### src/verilog/icm_params.svh
//-------------------------------------------------
// icm entry gathering engine
// widths and depths shared by the RTL
//-------------------------------------------------

`ifndef ICM_PARAMS_SVH
`define ICM_PARAMS_SVH

// request tags, one reorder slot each
`define ICM_TAG_NUM 8
`define ICM_TAG_W 3

// icm address and cache entry
`define ICM_ADDR_W 16
`define ICM_ENTRY_W 32

// piece counts, at most two pieces per request
`define ICM_COUNT_W 2

// completion fifo depth, equal to the credit count
`define ICM_CPL_DEPTH 4

`endif

### src/verilog/icm_req_pkg.sv
//-------------------------------------------------
// icm request formats
// request head, cache entry and slot piece
//-------------------------------------------------

`default_nettype none

`include "icm_params.svh"

package icm_req_pkg;

    // request head as carried by both queues, 23 bits
    typedef struct packed {
        logic [`ICM_COUNT_W-1:0] count_max;
        logic [`ICM_COUNT_W-1:0] count_index;
        logic [`ICM_TAG_W-1:0]   tag;
        logic [`ICM_ADDR_W-1:0]  addr;
    } req_head_t;

    // one cache entry
    typedef logic [`ICM_ENTRY_W-1:0] entry_t;

    // head plus entry, as written into a slot
    typedef struct packed {
        req_head_t head;
        entry_t    data;
    } piece_t;

endpackage

`default_nettype wire

### src/verilog/icm_ctrl_pkg.sv
//-------------------------------------------------
// icm controller states
// collector and response streamer FSMs
//-------------------------------------------------

`default_nettype none

package icm_ctrl_pkg;

    typedef enum logic [1:0] {
        COL_IDLE,
        COL_HIT,
        COL_SET,
        COL_CPL_WAIT
    } collect_state_e;

    typedef enum logic {
        STR_IDLE,
        STR_BEAT
    } stream_state_e;

endpackage

`default_nettype wire

### src/verilog/reorder_slot_if.sv
//-------------------------------------------------
// reorder slot interfaces
// write side for the collector, read side for
// the response streamer
//-------------------------------------------------

`timescale 1ns/1ns
`default_nettype none

`include "icm_params.svh"

interface slot_write_if;
    logic                    wen;
    logic [`ICM_TAG_W-1:0]   tag;
    logic [`ICM_COUNT_W-1:0] index;
    logic [`ICM_ADDR_W-1:0]  addr;
    icm_req_pkg::entry_t     data;
    // pieces already held for tag
    logic [`ICM_COUNT_W-1:0] collected;

    modport collector (output wen, tag, index, addr, data, input collected);
    modport store (input wen, tag, index, addr, data, output collected);
endinterface

interface slot_read_if;
    logic                    clear;
    logic [`ICM_TAG_W-1:0]   tag;
    logic [`ICM_COUNT_W-1:0] index;
    logic [`ICM_ADDR_W-1:0]  addr;
    icm_req_pkg::entry_t     data;

    modport streamer (output clear, tag, index, input addr, data);
    modport store (input clear, tag, index, output addr, data);
endinterface

`default_nettype wire

### src/verilog/icm_entry_collector.sv
//-------------------------------------------------
// icm entry collector
// takes hit and miss pieces, writes them into the
// reorder slots, forwards miss entries to the
// cache and posts completions under credit
//-------------------------------------------------

`timescale 1ns/1ns
`default_nettype none

`include "icm_params.svh"

module icm_entry_collector (
    input  wire                          clk,
    input  wire                          rst,
    input  wire                          hit_valid,
    input  icm_req_pkg::req_head_t       hit_head,
    input  icm_req_pkg::entry_t          hit_data,
    output logic                         hit_ready,
    input  wire                          miss_valid,
    input  icm_req_pkg::req_head_t       miss_head,
    output logic                         miss_ready,
    input  wire                          mem_valid,
    input  icm_req_pkg::entry_t          mem_data,
    output logic                         mem_ready,
    output logic                         set_valid,
    output logic [`ICM_ADDR_W-1:0]       set_addr,
    output icm_req_pkg::entry_t          set_data,
    input  wire                          set_ready,
    output logic                         cpl_valid,
    output logic [`ICM_TAG_W-1:0]        cpl_tag,
    output logic [`ICM_COUNT_W-1:0]      cpl_total,
    input  wire                          credit,
    slot_write_if.collector              slot
);

    icm_ctrl_pkg::collect_state_e state_q;
    icm_ctrl_pkg::collect_state_e state_d;
    icm_req_pkg::piece_t piece;
    logic [$clog2(`ICM_CPL_DEPTH+1)-1:0] credit_q;
    logic write_fire;
    logic piece_done;

    // the piece in flight comes from the miss side only in SET
    always_comb begin
        if (state_q == icm_ctrl_pkg::COL_SET) begin
            piece.head = miss_head;
            piece.data = mem_data;
        end else begin
            piece.head = hit_head;
            piece.data = hit_data;
        end
    end

    assign hit_ready  = (state_q == icm_ctrl_pkg::COL_HIT);
    assign set_valid  = (state_q == icm_ctrl_pkg::COL_SET);
    assign set_addr   = miss_head.addr;
    assign set_data   = mem_data;
    // miss entry leaves both queues once the cache takes it
    assign miss_ready = set_valid && set_ready;
    assign mem_ready  = set_valid && set_ready;

    assign write_fire  = hit_ready || miss_ready;
    assign slot.wen    = write_fire;
    assign slot.tag    = piece.head.tag;
    assign slot.index  = piece.head.count_index;
    assign slot.addr   = piece.head.addr;
    assign slot.data   = piece.data;
    assign piece_done  = (slot.collected + 2'd1) == piece.head.count_max;

    assign cpl_valid = (state_q == icm_ctrl_pkg::COL_CPL_WAIT) && (credit_q != '0);

    always_comb begin
        state_d = state_q;
        case (state_q)
            icm_ctrl_pkg::COL_IDLE: begin
                // miss with its memory entry wins over a hit
                if (miss_valid && mem_valid) begin
                    state_d = icm_ctrl_pkg::COL_SET;
                end else if (hit_valid) begin
                    state_d = icm_ctrl_pkg::COL_HIT;
                end
            end
            icm_ctrl_pkg::COL_HIT,
            icm_ctrl_pkg::COL_SET: begin
                if (write_fire) begin
                    state_d = piece_done ? icm_ctrl_pkg::COL_CPL_WAIT : icm_ctrl_pkg::COL_IDLE;
                end
            end
            icm_ctrl_pkg::COL_CPL_WAIT: begin
                if (cpl_valid) begin
                    state_d = icm_ctrl_pkg::COL_IDLE;
                end
            end
            default: state_d = icm_ctrl_pkg::COL_IDLE;
        endcase
    end

    always_ff @(posedge clk or posedge rst) begin
        if (rst) begin
            state_q  <= icm_ctrl_pkg::COL_IDLE;
            credit_q <= `ICM_CPL_DEPTH;
        end else begin
            state_q <= state_d;
            if (cpl_valid && !credit) begin
                credit_q <= credit_q - 1'b1;
            end else if (!cpl_valid && credit) begin
                credit_q <= credit_q + 1'b1;
            end
        end
    end

    // completion payload held until the credit shows up
    always_ff @(posedge clk) begin
        if (write_fire && piece_done) begin
            cpl_tag   <= piece.head.tag;
            cpl_total <= piece.head.count_max;
        end
    end

endmodule

`default_nettype wire

### src/verilog/reorder_buffer.sv
//-------------------------------------------------
// reorder buffer
// one slot per tag with a piece count and two
// address and entry pairs
//-------------------------------------------------

`timescale 1ns/1ns
`default_nettype none

`include "icm_params.svh"

module reorder_buffer (
    input  wire          clk,
    input  wire          rst,
    slot_write_if.store  wr,
    slot_read_if.store   rd
);

    logic [`ICM_COUNT_W-1:0] count_q [`ICM_TAG_NUM];
    logic [`ICM_ADDR_W-1:0]  addr_q  [`ICM_TAG_NUM][2];
    icm_req_pkg::entry_t     data_q  [`ICM_TAG_NUM][2];

    assign wr.collected = count_q[wr.tag];
    assign rd.addr      = addr_q[rd.tag][rd.index[0]];
    assign rd.data      = data_q[rd.tag][rd.index[0]];

    // write and clear never hit the same tag in one cycle
    always_ff @(posedge clk or posedge rst) begin
        if (rst) begin
            for (int i = 0; i < `ICM_TAG_NUM; i++) begin
                count_q[i] <= '0;
            end
        end else begin
            if (wr.wen) begin
                count_q[wr.tag] <= count_q[wr.tag] + 2'd1;
            end
            if (rd.clear) begin
                count_q[rd.tag] <= '0;
            end
        end
    end

    always_ff @(posedge clk) begin
        if (wr.wen) begin
            addr_q[wr.tag][wr.index[0]] <= wr.addr;
            data_q[wr.tag][wr.index[0]] <= wr.data;
        end
        if (rd.clear) begin
            addr_q[rd.tag][0] <= '0;
            addr_q[rd.tag][1] <= '0;
            data_q[rd.tag][0] <= '0;
            data_q[rd.tag][1] <= '0;
        end
    end

endmodule

`default_nettype wire

### src/verilog/response_streamer.sv
//-------------------------------------------------
// response streamer
// queues completions and streams one beat per
// piece in index order, then frees the slot
//-------------------------------------------------

`timescale 1ns/1ns
`default_nettype none

`include "icm_params.svh"

module response_streamer (
    input  wire                          clk,
    input  wire                          rst,
    input  wire                          cpl_valid,
    input  wire  [`ICM_TAG_W-1:0]        cpl_tag,
    input  wire  [`ICM_COUNT_W-1:0]      cpl_total,
    output logic                         credit,
    output logic                         rsp_valid,
    output logic [`ICM_TAG_W-1:0]        rsp_tag,
    output logic [`ICM_COUNT_W-1:0]      rsp_index,
    output logic [`ICM_ADDR_W-1:0]       rsp_addr,
    output icm_req_pkg::entry_t          rsp_data,
    input  wire                          rsp_ready,
    slot_read_if.streamer                slot
);

    icm_ctrl_pkg::stream_state_e state_q;
    logic [`ICM_TAG_W-1:0]   fifo_tag   [`ICM_CPL_DEPTH];
    logic [`ICM_COUNT_W-1:0] fifo_total [`ICM_CPL_DEPTH];
    logic [$clog2(`ICM_CPL_DEPTH)-1:0]   wr_ptr_q;
    logic [$clog2(`ICM_CPL_DEPTH)-1:0]   rd_ptr_q;
    logic [$clog2(`ICM_CPL_DEPTH+1)-1:0] fill_q;
    logic [`ICM_TAG_W-1:0]   cur_tag_q;
    logic [`ICM_COUNT_W-1:0] cur_total_q;
    logic [`ICM_COUNT_W-1:0] beat_idx_q;
    logic fifo_empty;
    logic pop;
    logic last_beat;

    assign fifo_empty = (fill_q == '0);
    // empty fifo passes a fresh completion straight through
    assign pop = (state_q == icm_ctrl_pkg::STR_IDLE) && (!fifo_empty || cpl_valid);

    assign rsp_valid  = (state_q == icm_ctrl_pkg::STR_BEAT);
    assign rsp_tag    = cur_tag_q;
    assign rsp_index  = beat_idx_q;
    assign rsp_addr   = slot.addr;
    assign rsp_data   = slot.data;
    assign slot.tag   = cur_tag_q;
    assign slot.index = beat_idx_q;

    assign last_beat  = (beat_idx_q == cur_total_q - 2'd1);
    assign credit     = rsp_valid && rsp_ready && last_beat;
    assign slot.clear = credit;

    // completion storage, always written on push
    always_ff @(posedge clk) begin
        if (cpl_valid) begin
            fifo_tag[wr_ptr_q]   <= cpl_tag;
            fifo_total[wr_ptr_q] <= cpl_total;
        end
        if (pop) begin
            cur_tag_q   <= fifo_empty ? cpl_tag : fifo_tag[rd_ptr_q];
            cur_total_q <= fifo_empty ? cpl_total : fifo_total[rd_ptr_q];
        end
    end

    always_ff @(posedge clk or posedge rst) begin
        if (rst) begin
            state_q    <= icm_ctrl_pkg::STR_IDLE;
            wr_ptr_q   <= '0;
            rd_ptr_q   <= '0;
            fill_q     <= '0;
            beat_idx_q <= '0;
        end else begin
            if (cpl_valid) begin
                wr_ptr_q <= wr_ptr_q + 1'b1;
            end
            if (pop) begin
                rd_ptr_q <= rd_ptr_q + 1'b1;
            end
            if (cpl_valid && !pop) begin
                fill_q <= fill_q + 1'b1;
            end else if (!cpl_valid && pop) begin
                fill_q <= fill_q - 1'b1;
            end
            if (pop) begin
                state_q    <= icm_ctrl_pkg::STR_BEAT;
                beat_idx_q <= '0;
            end else if (credit) begin
                state_q <= icm_ctrl_pkg::STR_IDLE;
            end else if (rsp_valid && rsp_ready) begin
                beat_idx_q <= beat_idx_q + 2'd1;
            end
        end
    end

endmodule

`default_nettype wire

### src/verilog/icm_get_proc.sv
//-------------------------------------------------
// icm get processing top
// collector, reorder buffer and response streamer
//-------------------------------------------------

`timescale 1ns/1ns
`default_nettype none

`include "icm_params.svh"

module icm_get_proc (
    input  wire                          clk,
    input  wire                          rst,
    input  wire                          hit_valid,
    input  icm_req_pkg::req_head_t       hit_head,
    input  icm_req_pkg::entry_t          hit_data,
    output wire                          hit_ready,
    input  wire                          miss_valid,
    input  icm_req_pkg::req_head_t       miss_head,
    output wire                          miss_ready,
    input  wire                          mem_valid,
    input  icm_req_pkg::entry_t          mem_data,
    output wire                          mem_ready,
    output wire                          set_valid,
    output wire  [`ICM_ADDR_W-1:0]       set_addr,
    output icm_req_pkg::entry_t          set_data,
    input  wire                          set_ready,
    output wire                          rsp_valid,
    output wire  [`ICM_TAG_W-1:0]        rsp_tag,
    output wire  [`ICM_COUNT_W-1:0]      rsp_index,
    output wire  [`ICM_ADDR_W-1:0]       rsp_addr,
    output icm_req_pkg::entry_t          rsp_data,
    input  wire                          rsp_ready
);

    // completion channel between collector and streamer
    wire                     cpl_valid;
    wire [`ICM_TAG_W-1:0]    cpl_tag;
    wire [`ICM_COUNT_W-1:0]  cpl_total;
    wire                     credit;

    slot_write_if wr_if ();
    slot_read_if  rd_if ();

    icm_entry_collector u_collector (
        .clk        (clk),
        .rst        (rst),
        .hit_valid  (hit_valid),
        .hit_head   (hit_head),
        .hit_data   (hit_data),
        .hit_ready  (hit_ready),
        .miss_valid (miss_valid),
        .miss_head  (miss_head),
        .miss_ready (miss_ready),
        .mem_valid  (mem_valid),
        .mem_data   (mem_data),
        .mem_ready  (mem_ready),
        .set_valid  (set_valid),
        .set_addr   (set_addr),
        .set_data   (set_data),
        .set_ready  (set_ready),
        .cpl_valid  (cpl_valid),
        .cpl_tag    (cpl_tag),
        .cpl_total  (cpl_total),
        .credit     (credit),
        .slot       (wr_if.collector)
    );

    reorder_buffer u_reorder (
        .clk (clk),
        .rst (rst),
        .wr  (wr_if.store),
        .rd  (rd_if.store)
    );

    response_streamer u_streamer (
        .clk       (clk),
        .rst       (rst),
        .cpl_valid (cpl_valid),
        .cpl_tag   (cpl_tag),
        .cpl_total (cpl_total),
        .credit    (credit),
        .rsp_valid (rsp_valid),
        .rsp_tag   (rsp_tag),
        .rsp_index (rsp_index),
        .rsp_addr  (rsp_addr),
        .rsp_data  (rsp_data),
        .rsp_ready (rsp_ready),
        .slot      (rd_if.streamer)
    );

endmodule

`default_nettype wire

### config.mk
export PLATFORM = sky130hd
export DESIGN_NAME = icm_get_proc
export DESIGN_NICKNAME = d
export VERILOG_FILES = /design/src/verilog/icm_req_pkg.sv /design/src/verilog/icm_ctrl_pkg.sv /design/src/verilog/reorder_slot_if.sv /design/src/verilog/icm_entry_collector.sv /design/src/verilog/reorder_buffer.sv /design/src/verilog/response_streamer.sv /design/src/verilog/icm_get_proc.sv
export VERILOG_INCLUDE_DIRS = /design/src /design/src/verilog
export SDC_FILE = /design/constraint.sdc
export NUM_CORES = 1
export LEC_CHECK = 0
export BUFFER_PORTS_ARGS = -buffer_cell sky130_fd_sc_hd__buf_2
export CAP_MARGIN = 10
export CORE_MARGIN = 1
export CORE_UTILIZATION = 55
export DETAILED_ROUTE_END_ITERATION = 16
export HOLD_SLACK_MARGIN = 0.12
export PLACE_DENSITY = 0.73
export SETUP_SLACK_MARGIN = 0.3
export SYNTH_ARGS = -nofsm -noshare
export SYNTH_HDL_FRONTEND = slang
export SYNTH_HIERARCHICAL = 1
export SYNTH_SLANG_ARGS = --single-unit
### constraint.sdc
create_clock -name clk -period 4.1 [get_ports clk]
set_input_delay 0.615 -clock clk [delete_from_list [all_inputs] [get_ports clk]]
set_output_delay 0.615 -clock clk [all_outputs]
set_load 0.02 [all_outputs]
==> results.txt, run 1 <==
After the first detailed-routing iteration, the DRC count stood at 3511. The first global-routing pass estimated 172000 um of wire. The tools report the synthesized netlist cell count as 4225. The maximum net fanout on the critical path was 34. The tools report the leakage power as 15.9 nW. The tools report the area of the die as 68500 sq um. The cell sitting at the root of the clock tree is a sky130_fd_sc_hd__clkbuf_16.

Entering global routing, the biggest net connects 99 pins. Counting the fill cells in the layout gives 5423. The total global routing track utilization was 0.330; the minimum hold slack was 0.270 ns. The required time of the worst setup path was 4.59 ns; the routability-driven placement congestion ratio was 0.789. Port buffering added 220 buffers. The via count of the first global-routing pass is 29400. In this run the worst hold path is classified as in -> reg. Setup repair after global routing left no endpoint under its margin. For the overall via count from detail_route, the log shows 30500. Setup slack closes at 0.495 ns. The logs give 0.0445 ns for the worst clock skew and 40800 sq um for the final non-filler cell area. The number of clock buffers inserted by TritonCTS is 87. The logs give 3 for the depth of the CTS H-tree and 94 for the standard-cell row count. In the routed layout, each cell is associated on average with a via count of 6.11.

After detailed routing, the average wire length per cell comes to 22.8 um. For this run, the detailed router's first-pass iteration total came to 6. Setup slack on the worst reg-to-reg path comes out at 0.50 ns. The flow ran to the end, and the final reports show no timing, DRC or antenna violations. The detail route stage leaves a number of antenna-violating nets equal to 0. Setup total negative slack on the finished layout was measured at 0 ns. The largest individual stage delay along the critical path comes from the cell sky130_fd_sc_hd__nor2_1. For the layout net count, the log shows 4190. The floorplan step set the die width to 262 um. The clock passes through at most 3 buffers.

The power density over the cells is 867 nW/um^2. The post-place setup slack came out at 0.440 ns. The ratio of final minimum period to clock period is 0.879, and the core region area is 66200 sq um. The number of antenna diodes in the final layout is 0. The number of antenna violations at the first check in global routing is 1, and the number of warnings issued by yosys is 6.

The critical path in this run is classified as reg -> reg. The layout cell share with drive strength beyond 1 was 0.196. STA puts the critical path data arrival time at 4.10 ns. TritonCTS built the clock tree. The signal on the critical path passes through inv_1 > ha_4 > buf_4 > a21oi_2 > inv_1 > nand2_1 > nor2_1 > nand2_2 > buf_12 > nand2_1 > a21oi_1. Detailed placement ended at an HPWL of 60400 um.

Including well taps, the total number of placed cells is 4831. From synthesis to final layout, the design area changed by 9.95%. Across the run, the number of max-cap violations was 0. The pin slew with the least headroom to its limit is 1.12 ns, and the final count of pins violating max slew is 0. The insertion delay of the later-clocked pin in the worst-skew pair came out at 0.67 ns. 223 I/O pins were placed. The design draws 35.4 mW. The starting density of the core came out at 0.561. The multi-input combinational cells in the finished layout cover a total of 17300 sq um. IR analysis of the VDD net gives a maximum drop of 417 uV. The run gives 4996 as the post-layout instance count excluding filler cells.

For this run, design rule violations remaining after detail routing come to 0. The type of element capturing the critical path is a register. The startpoint class of the critical path is a register. In this run the mean area of a mapped cell was 8.79 sq um.

After global routing the overflow that remains totals 0. The clock period could shrink to 3.60 ns. The number of nets in the synthesized netlist is 4354. The logs give 829 for the number of clock sinks and 37100 sq um for the combined area of all synthesized cells.

The largest single stage delay on the critical path is 0.56 ns. The tools report the worst slew margin relative to its limit as 0.252. For this run, the top clock speed supported by timing is 277 MHz. The register cell area after layout was 17100 sq um; the placement-stage cell area was 37700 sq um. The hold violation total from the final report came out at 0.

The vertical die dimension came out at 262 um. For the sum of routed wire length over all layers, the log shows 114000 um. The logs give 0.616 for the post-route core utilization and 0 for the count of final setup violators. The clock-pin slew of the registers on the worst-case setup and hold paths is 0.06 ns.
report_power, final:
| group | internal (mW) | total [mW] | switching [mW] | leakage (nW) |
|---|---|---|---|---|
| Clock | 4.91 | 8.30 | 3.40 | 1.52 |
| Combinational | 6.09 | 13.1 | 6.98 | 7.33 |
| Sequential | 12.1 | 14.0 | 1.90 | 7.02 |
sequential cells by signal, summed over array words and instances (netlist names), 3 cells and up:
register and cells:
u_reorder/count_q 16, u_streamer/fifo_total 8, u_collector/credit_q 3, u_streamer/fifo_tag 12, u_reorder/data_q 512, u_streamer/rsp_tag 3, u_streamer/fill_q 3, u_reorder/addr_q 256
u_collector/cpl_tag 3
critical path: cells and delay by family, from the launching register on:
family / cells / cell delay [ns]
simple gates: 4 / 1.49
buf+inv: 4 / 1.07
flops: 1 / 0.41
compound gates: 2 / 0.25
fa+ha+maj: 1 / 0.21
metal layers:
metal	routed length (um)	track usage	up-vias
met4	4660	0.146	2
li1	-	-	13600
met3	12000	0.0521	340
met5	13	0	-
met2	54900	0.548	1842
met1	42300	0.427	14700
layout by cell type, fill, tap and decap left out, types with 20 or more instances in the layout:
master                      count
sky130_fd_sc_hd__buf_4         52
sky130_fd_sc_hd__nor2_1        28
sky130_fd_sc_hd__clkinv_2      20
sky130_fd_sc_hd__nand2_1     1567
sky130_fd_sc_hd__mux2_2        53
sky130_fd_sc_hd__mux4_2       245
sky130_fd_sc_hd__clkbuf_16     88
sky130_fd_sc_hd__dfxtp_1      768
sky130_fd_sc_hd__clkbuf_8      23
sky130_fd_sc_hd__dfrtp_1       29
sky130_fd_sc_hd__edfxtp_1      30
sky130_fd_sc_hd__buf_12        39
sky130_fd_sc_hd__buf_2        220
sky130_fd_sc_hd__a21oi_1      773
final timing paths:
path                            depth (start not counted)                    start                       to
worst max-delay path                                   11   u_collector/state_q[0]   u_reorder/data_q[6][6]
worst min-delay path                                    3                mem_valid   u_collector/state_q[1]
worst max register to register                         11   u_collector/state_q[0]   u_reorder/data_q[6][6]
worst min register to register                          2  u_reorder/addr_q[7][19]  u_reorder/addr_q[7][19]
max in group asynchronous                               3                      rst     u_reorder/count_q[6]
min in group asynchronous                               3                      rst   u_collector/state_q[1]
cell type report:
type	instances	share of cell area
Tap cell	864	0.0265
Timing Repair Buffer	312	0.0559
Sequential cell	829	0.418
Multi-Input combinational cell	2814	0.423
Inverter	17	0.00156
Clock buffer	124	0.0630
Clock inverter	36	0.0117
repair_timing:
item	4_1_cts	5_1_grt
setup buffers	4	0
hold buffers	1	0
endpoints found under the setup margin	45	31
gates resized for setup	0	1
pin swaps	0	0
gates cloned	0	0
hold endpoints to repair	30	0
No activity file was read; power rests on OpenSTA's default activity.
==> run 2, diff against run 1 <==
Settings changed: ABC_AREA set to 1.
==> run 2 against run 1 <==
Against the previous run: first-iteration DRC count grew 32%; core utilization is 0.73 points lower; sequential power down 4%; area after synthesis rose by 2.3%; combinational power grew 23%; non-clock buffer count is 4 lower; highest routed layer unchanged.
==> results.txt, run 2 <==
In this run, CTS created clock tree buffers numbering 88. The logs give 128000 um for the sum of routed wire length over all layers and 0 for the antenna diode count. The post-synthesis average cell area works out to 6.77 sq um. The signal on the critical path passes through inv_1 > nand2_4 > buf_4 > a21oi_1 > o21ai_0 > nand3_1 > o21ai_0 > nand2_1 > buf_2.

From synthesis to final layout, the design area changed by 8.69%. Worst slew margin relative to its limit: 0.143. Count of buffering cells on the critical path with inverters included: 3. TritonCTS built the clock tree. Core region area: 67800 sq um. Setup repair after global routing left no endpoint under its margin. The number of port buffers was 220; the average wire per standard cell was 20.2 um.

The analysis attributes to net switching a power of 16.2 mW. Synthesis produced a netlist with a net count of 5734. At the pin with the least slew margin, the transition time is 1.28 ns. The run finished with clean final reports. The first-iteration detailed-routing DRC count is 4648.

The largest registers in the layout are u_reorder/data_q (512), u_reorder/addr_q (256), u_reorder/count_q (16). On the critical path, the stage with the largest delay is an instance of sky130_fd_sc_hd__nand2_4. Worst hold path startpoint: hit_head[21]. After layout, the minimum clock period comes to 3.68 ns. The maximum clock insertion buffer count came out at 3.

The worst setup path is launched from a register. For the final count of pins violating max slew, the log shows 0. Fraction of power spent switching nets: 0.429. The tools report the layout net count as 5531. The worst hold path was traced through 3 stages. The endpoint identified for the worst register-to-register timing path is u_reorder/addr_q[3][0].

For this design the ratio of total power to cell area is 915 nW/um^2. The vertical die dimension works out to 265 um. The sequential group share of total power is 0.357, and the total global routing track utilization is 0.357.

For the via count of the first global-routing pass, the log shows 33700. For the clock group share of total power, the log shows 0.215. The ratio of final minimum period to clock period came out at 0.898. The cell family contributing the most delay on the critical path is simple AND/OR/NAND/NOR gates. The final antenna-violating net count is 0. The layout has 6298 filler cells. Hold violation total from the final report: 0. The routability-driven placement congestion ratio was 0.860.

The worst register-to-register path begins at u_collector/state_q[0]. For this design the top-level I/O count stands at 223. The total power consumption of the routed design was 37.8 mW; the overall via count from detail_route was 37100. After legalization and detailed placement, the total HPWL measured 68300 um. Once the clock tree was built, the setup fixing pass inserted 0 buffers. The clock-pin slew of the registers on the worst-case setup and hold paths was 0.05 ns; the iteration count of the initial detailed-routing pass was 6.

The worst-case IR drop observed on VDD is 542 uV. For the worst setup path, the data required time is 3.48 ns. The worst reg2reg path depth is 13.

The most common library cell in the layout ignoring fill and taps is sky130_fd_sc_hd__nor2_1. The critical path's largest stage delay came out at 0.56 ns. The wire length of the first global-routing pass is 196000 um, and the number of max-cap violations is 0. For the synthesized netlist cell count, the log shows 5605. The setup check on the worst reg-to-reg path leaves a slack of 0.49 ns. The analysis attributes to cell leakage a power of 18.2 nW. Dividing the detail-routed via count by the number of cells gives 5.85.

The critical path class was reg -> out. For this design, the sink count on the clock tree is 829. Along the worst path, the maximum fanout reaches 34.

Internal power comes to 21.6 mW. Root buffer cell: sky130_fd_sc_hd__clkbuf_16. Entering global routing, the biggest net connects 94 pins. The logs give 3.07 ns for the critical path arrival and 2 for the number of antenna violations at the first check in global routing. The run gives 0.609 as the post-route core utilization. In the routed design, unresolved DRC markers number 0.

For hold timing, the worst endpoint is u_collector/cpl_total[0]. The area of the die was 70100 sq um; the top achievable clock speed was 272 MHz. The layout cell share with drive strength beyond 1 was 0.0948. Most used cell along the critical path: sky130_fd_sc_hd__o21ai_0. The synthesized netlist occupies a cell area of 38000 sq um. The largest register by flop count is u_reorder/data_q. The die outline width was 265 um. The insertion delay of the later-clocked pin in the worst-skew pair is 0.66 ns. Adding up every negative setup slack in the final design gives 0 ns. The worst path meets setup with 0.418 ns of slack.

The combinational share of power is 0.427, and the worst clock skew is 0.0293 ns. The standard-cell row count was 95. The register with the most flip-flops in the layout has 512 of them. The logs give 0.560 for the starting density of the core and 0.521 ns for the post-place setup slack. With fillers left out, the area of the finished cells amounts to 41300 sq um. The tightest min-delay check is of the in -> reg type.

The type of element capturing the critical path was a primary output. The logs give 0 for the count of final setup violators and 38300 sq um for the placement-stage cell area. The final global-route overflow total came out at 0. The top cell types in the final layout, fill and taps aside, are 1385 x sky130_fd_sc_hd__nor2_1, 1073 x sky130_fd_sc_hd__nand2_1, 768 x sky130_fd_sc_hd__dfxtp_1. The H-tree was split into 3 levels.

Yosys printed 6 warnings.
run 2: per-stage QoR:
stage                     cells  hold slack (ns)
after detailed placement   6184            0.443
after CTS                  6345            0.259
after global placement     6184            0.439
after global routing       6345            0.275
final                      6345            0.286
after floorplan            5605            0.393
run 2: routing by layer:
metal | up-vias | share of wire | track usage
met5 | - | 0.00019 | 0
met2 | 2148 | 0.45 | 0.566
met1 | 17100 | 0.40 | 0.479
met3 | 384 | 0.11 | 0.0575
met4 | 4 | 0.044 | 0.163
li1 | 17500 | - | -
run 2: final cells by class:
type / instances / area, sq um / area share
Tap cell: 873 / 1090 / 0.0265
Clock inverter: 36 / 399 / 0.00967
Clock buffer: 124 / 2560 / 0.0620
Sequential cell: 829 / 17100 / 0.413
Timing Repair Buffer: 308 / 2090 / 0.0506
Multi-Input combinational cell: 4043 / 17600 / 0.426
Inverter: 132 / 508 / 0.0123
run 2: tightest hold or removal path, stage by stage:
cell and delay [ns]:
sky130_fd_sc_hd__buf_2 0.09, sky130_fd_sc_hd__nand2_2 0.05, sky130_fd_sc_hd__nand2_1 0.05
run 2: repair_timing:
action / 4_1_cts / 5_1_grt
endpoints found under the setup margin: 0 / 9
hold buffers: 1 / 0
endpoints found under the hold margin: 30 / 0
resized for setup: 0 / 4
run 2: worst max-delay path by stage:
stage / slack [ns] / depth (start not counted) / endpoint / from
after detailed placement: 0.52 / 18 / u_collector/cpl_tag[2] / u_collector/state_q[0]
after floorplan: 0.99 / 19 / u_collector/cpl_tag[0] / u_collector/state_q[0]
after global routing: 0.33 / 13 / u_reorder/data_q[5][37] / u_collector/state_q[0]
after CTS: 0.40 / 9 / rsp_data[5] / u_streamer/rsp_tag[0]
after global placement: 0.57 / 18 / u_collector/cpl_tag[0] / u_collector/state_q[0]
final: 0.42 / 9 / rsp_addr[0] / u_streamer/rsp_tag[1]
run 2: power by group through the flow:
stage                     clock network, mW  registers [mW]  logic, mW
after global placement                    0            13.5       15.5
after floorplan                           0            13.2       12.2
after CTS                              8.16            13.5       15.8
final                                  8.13            13.5       16.1
after detailed placement                  0            13.6       15.7
after global routing                   8.53            13.9       17.7
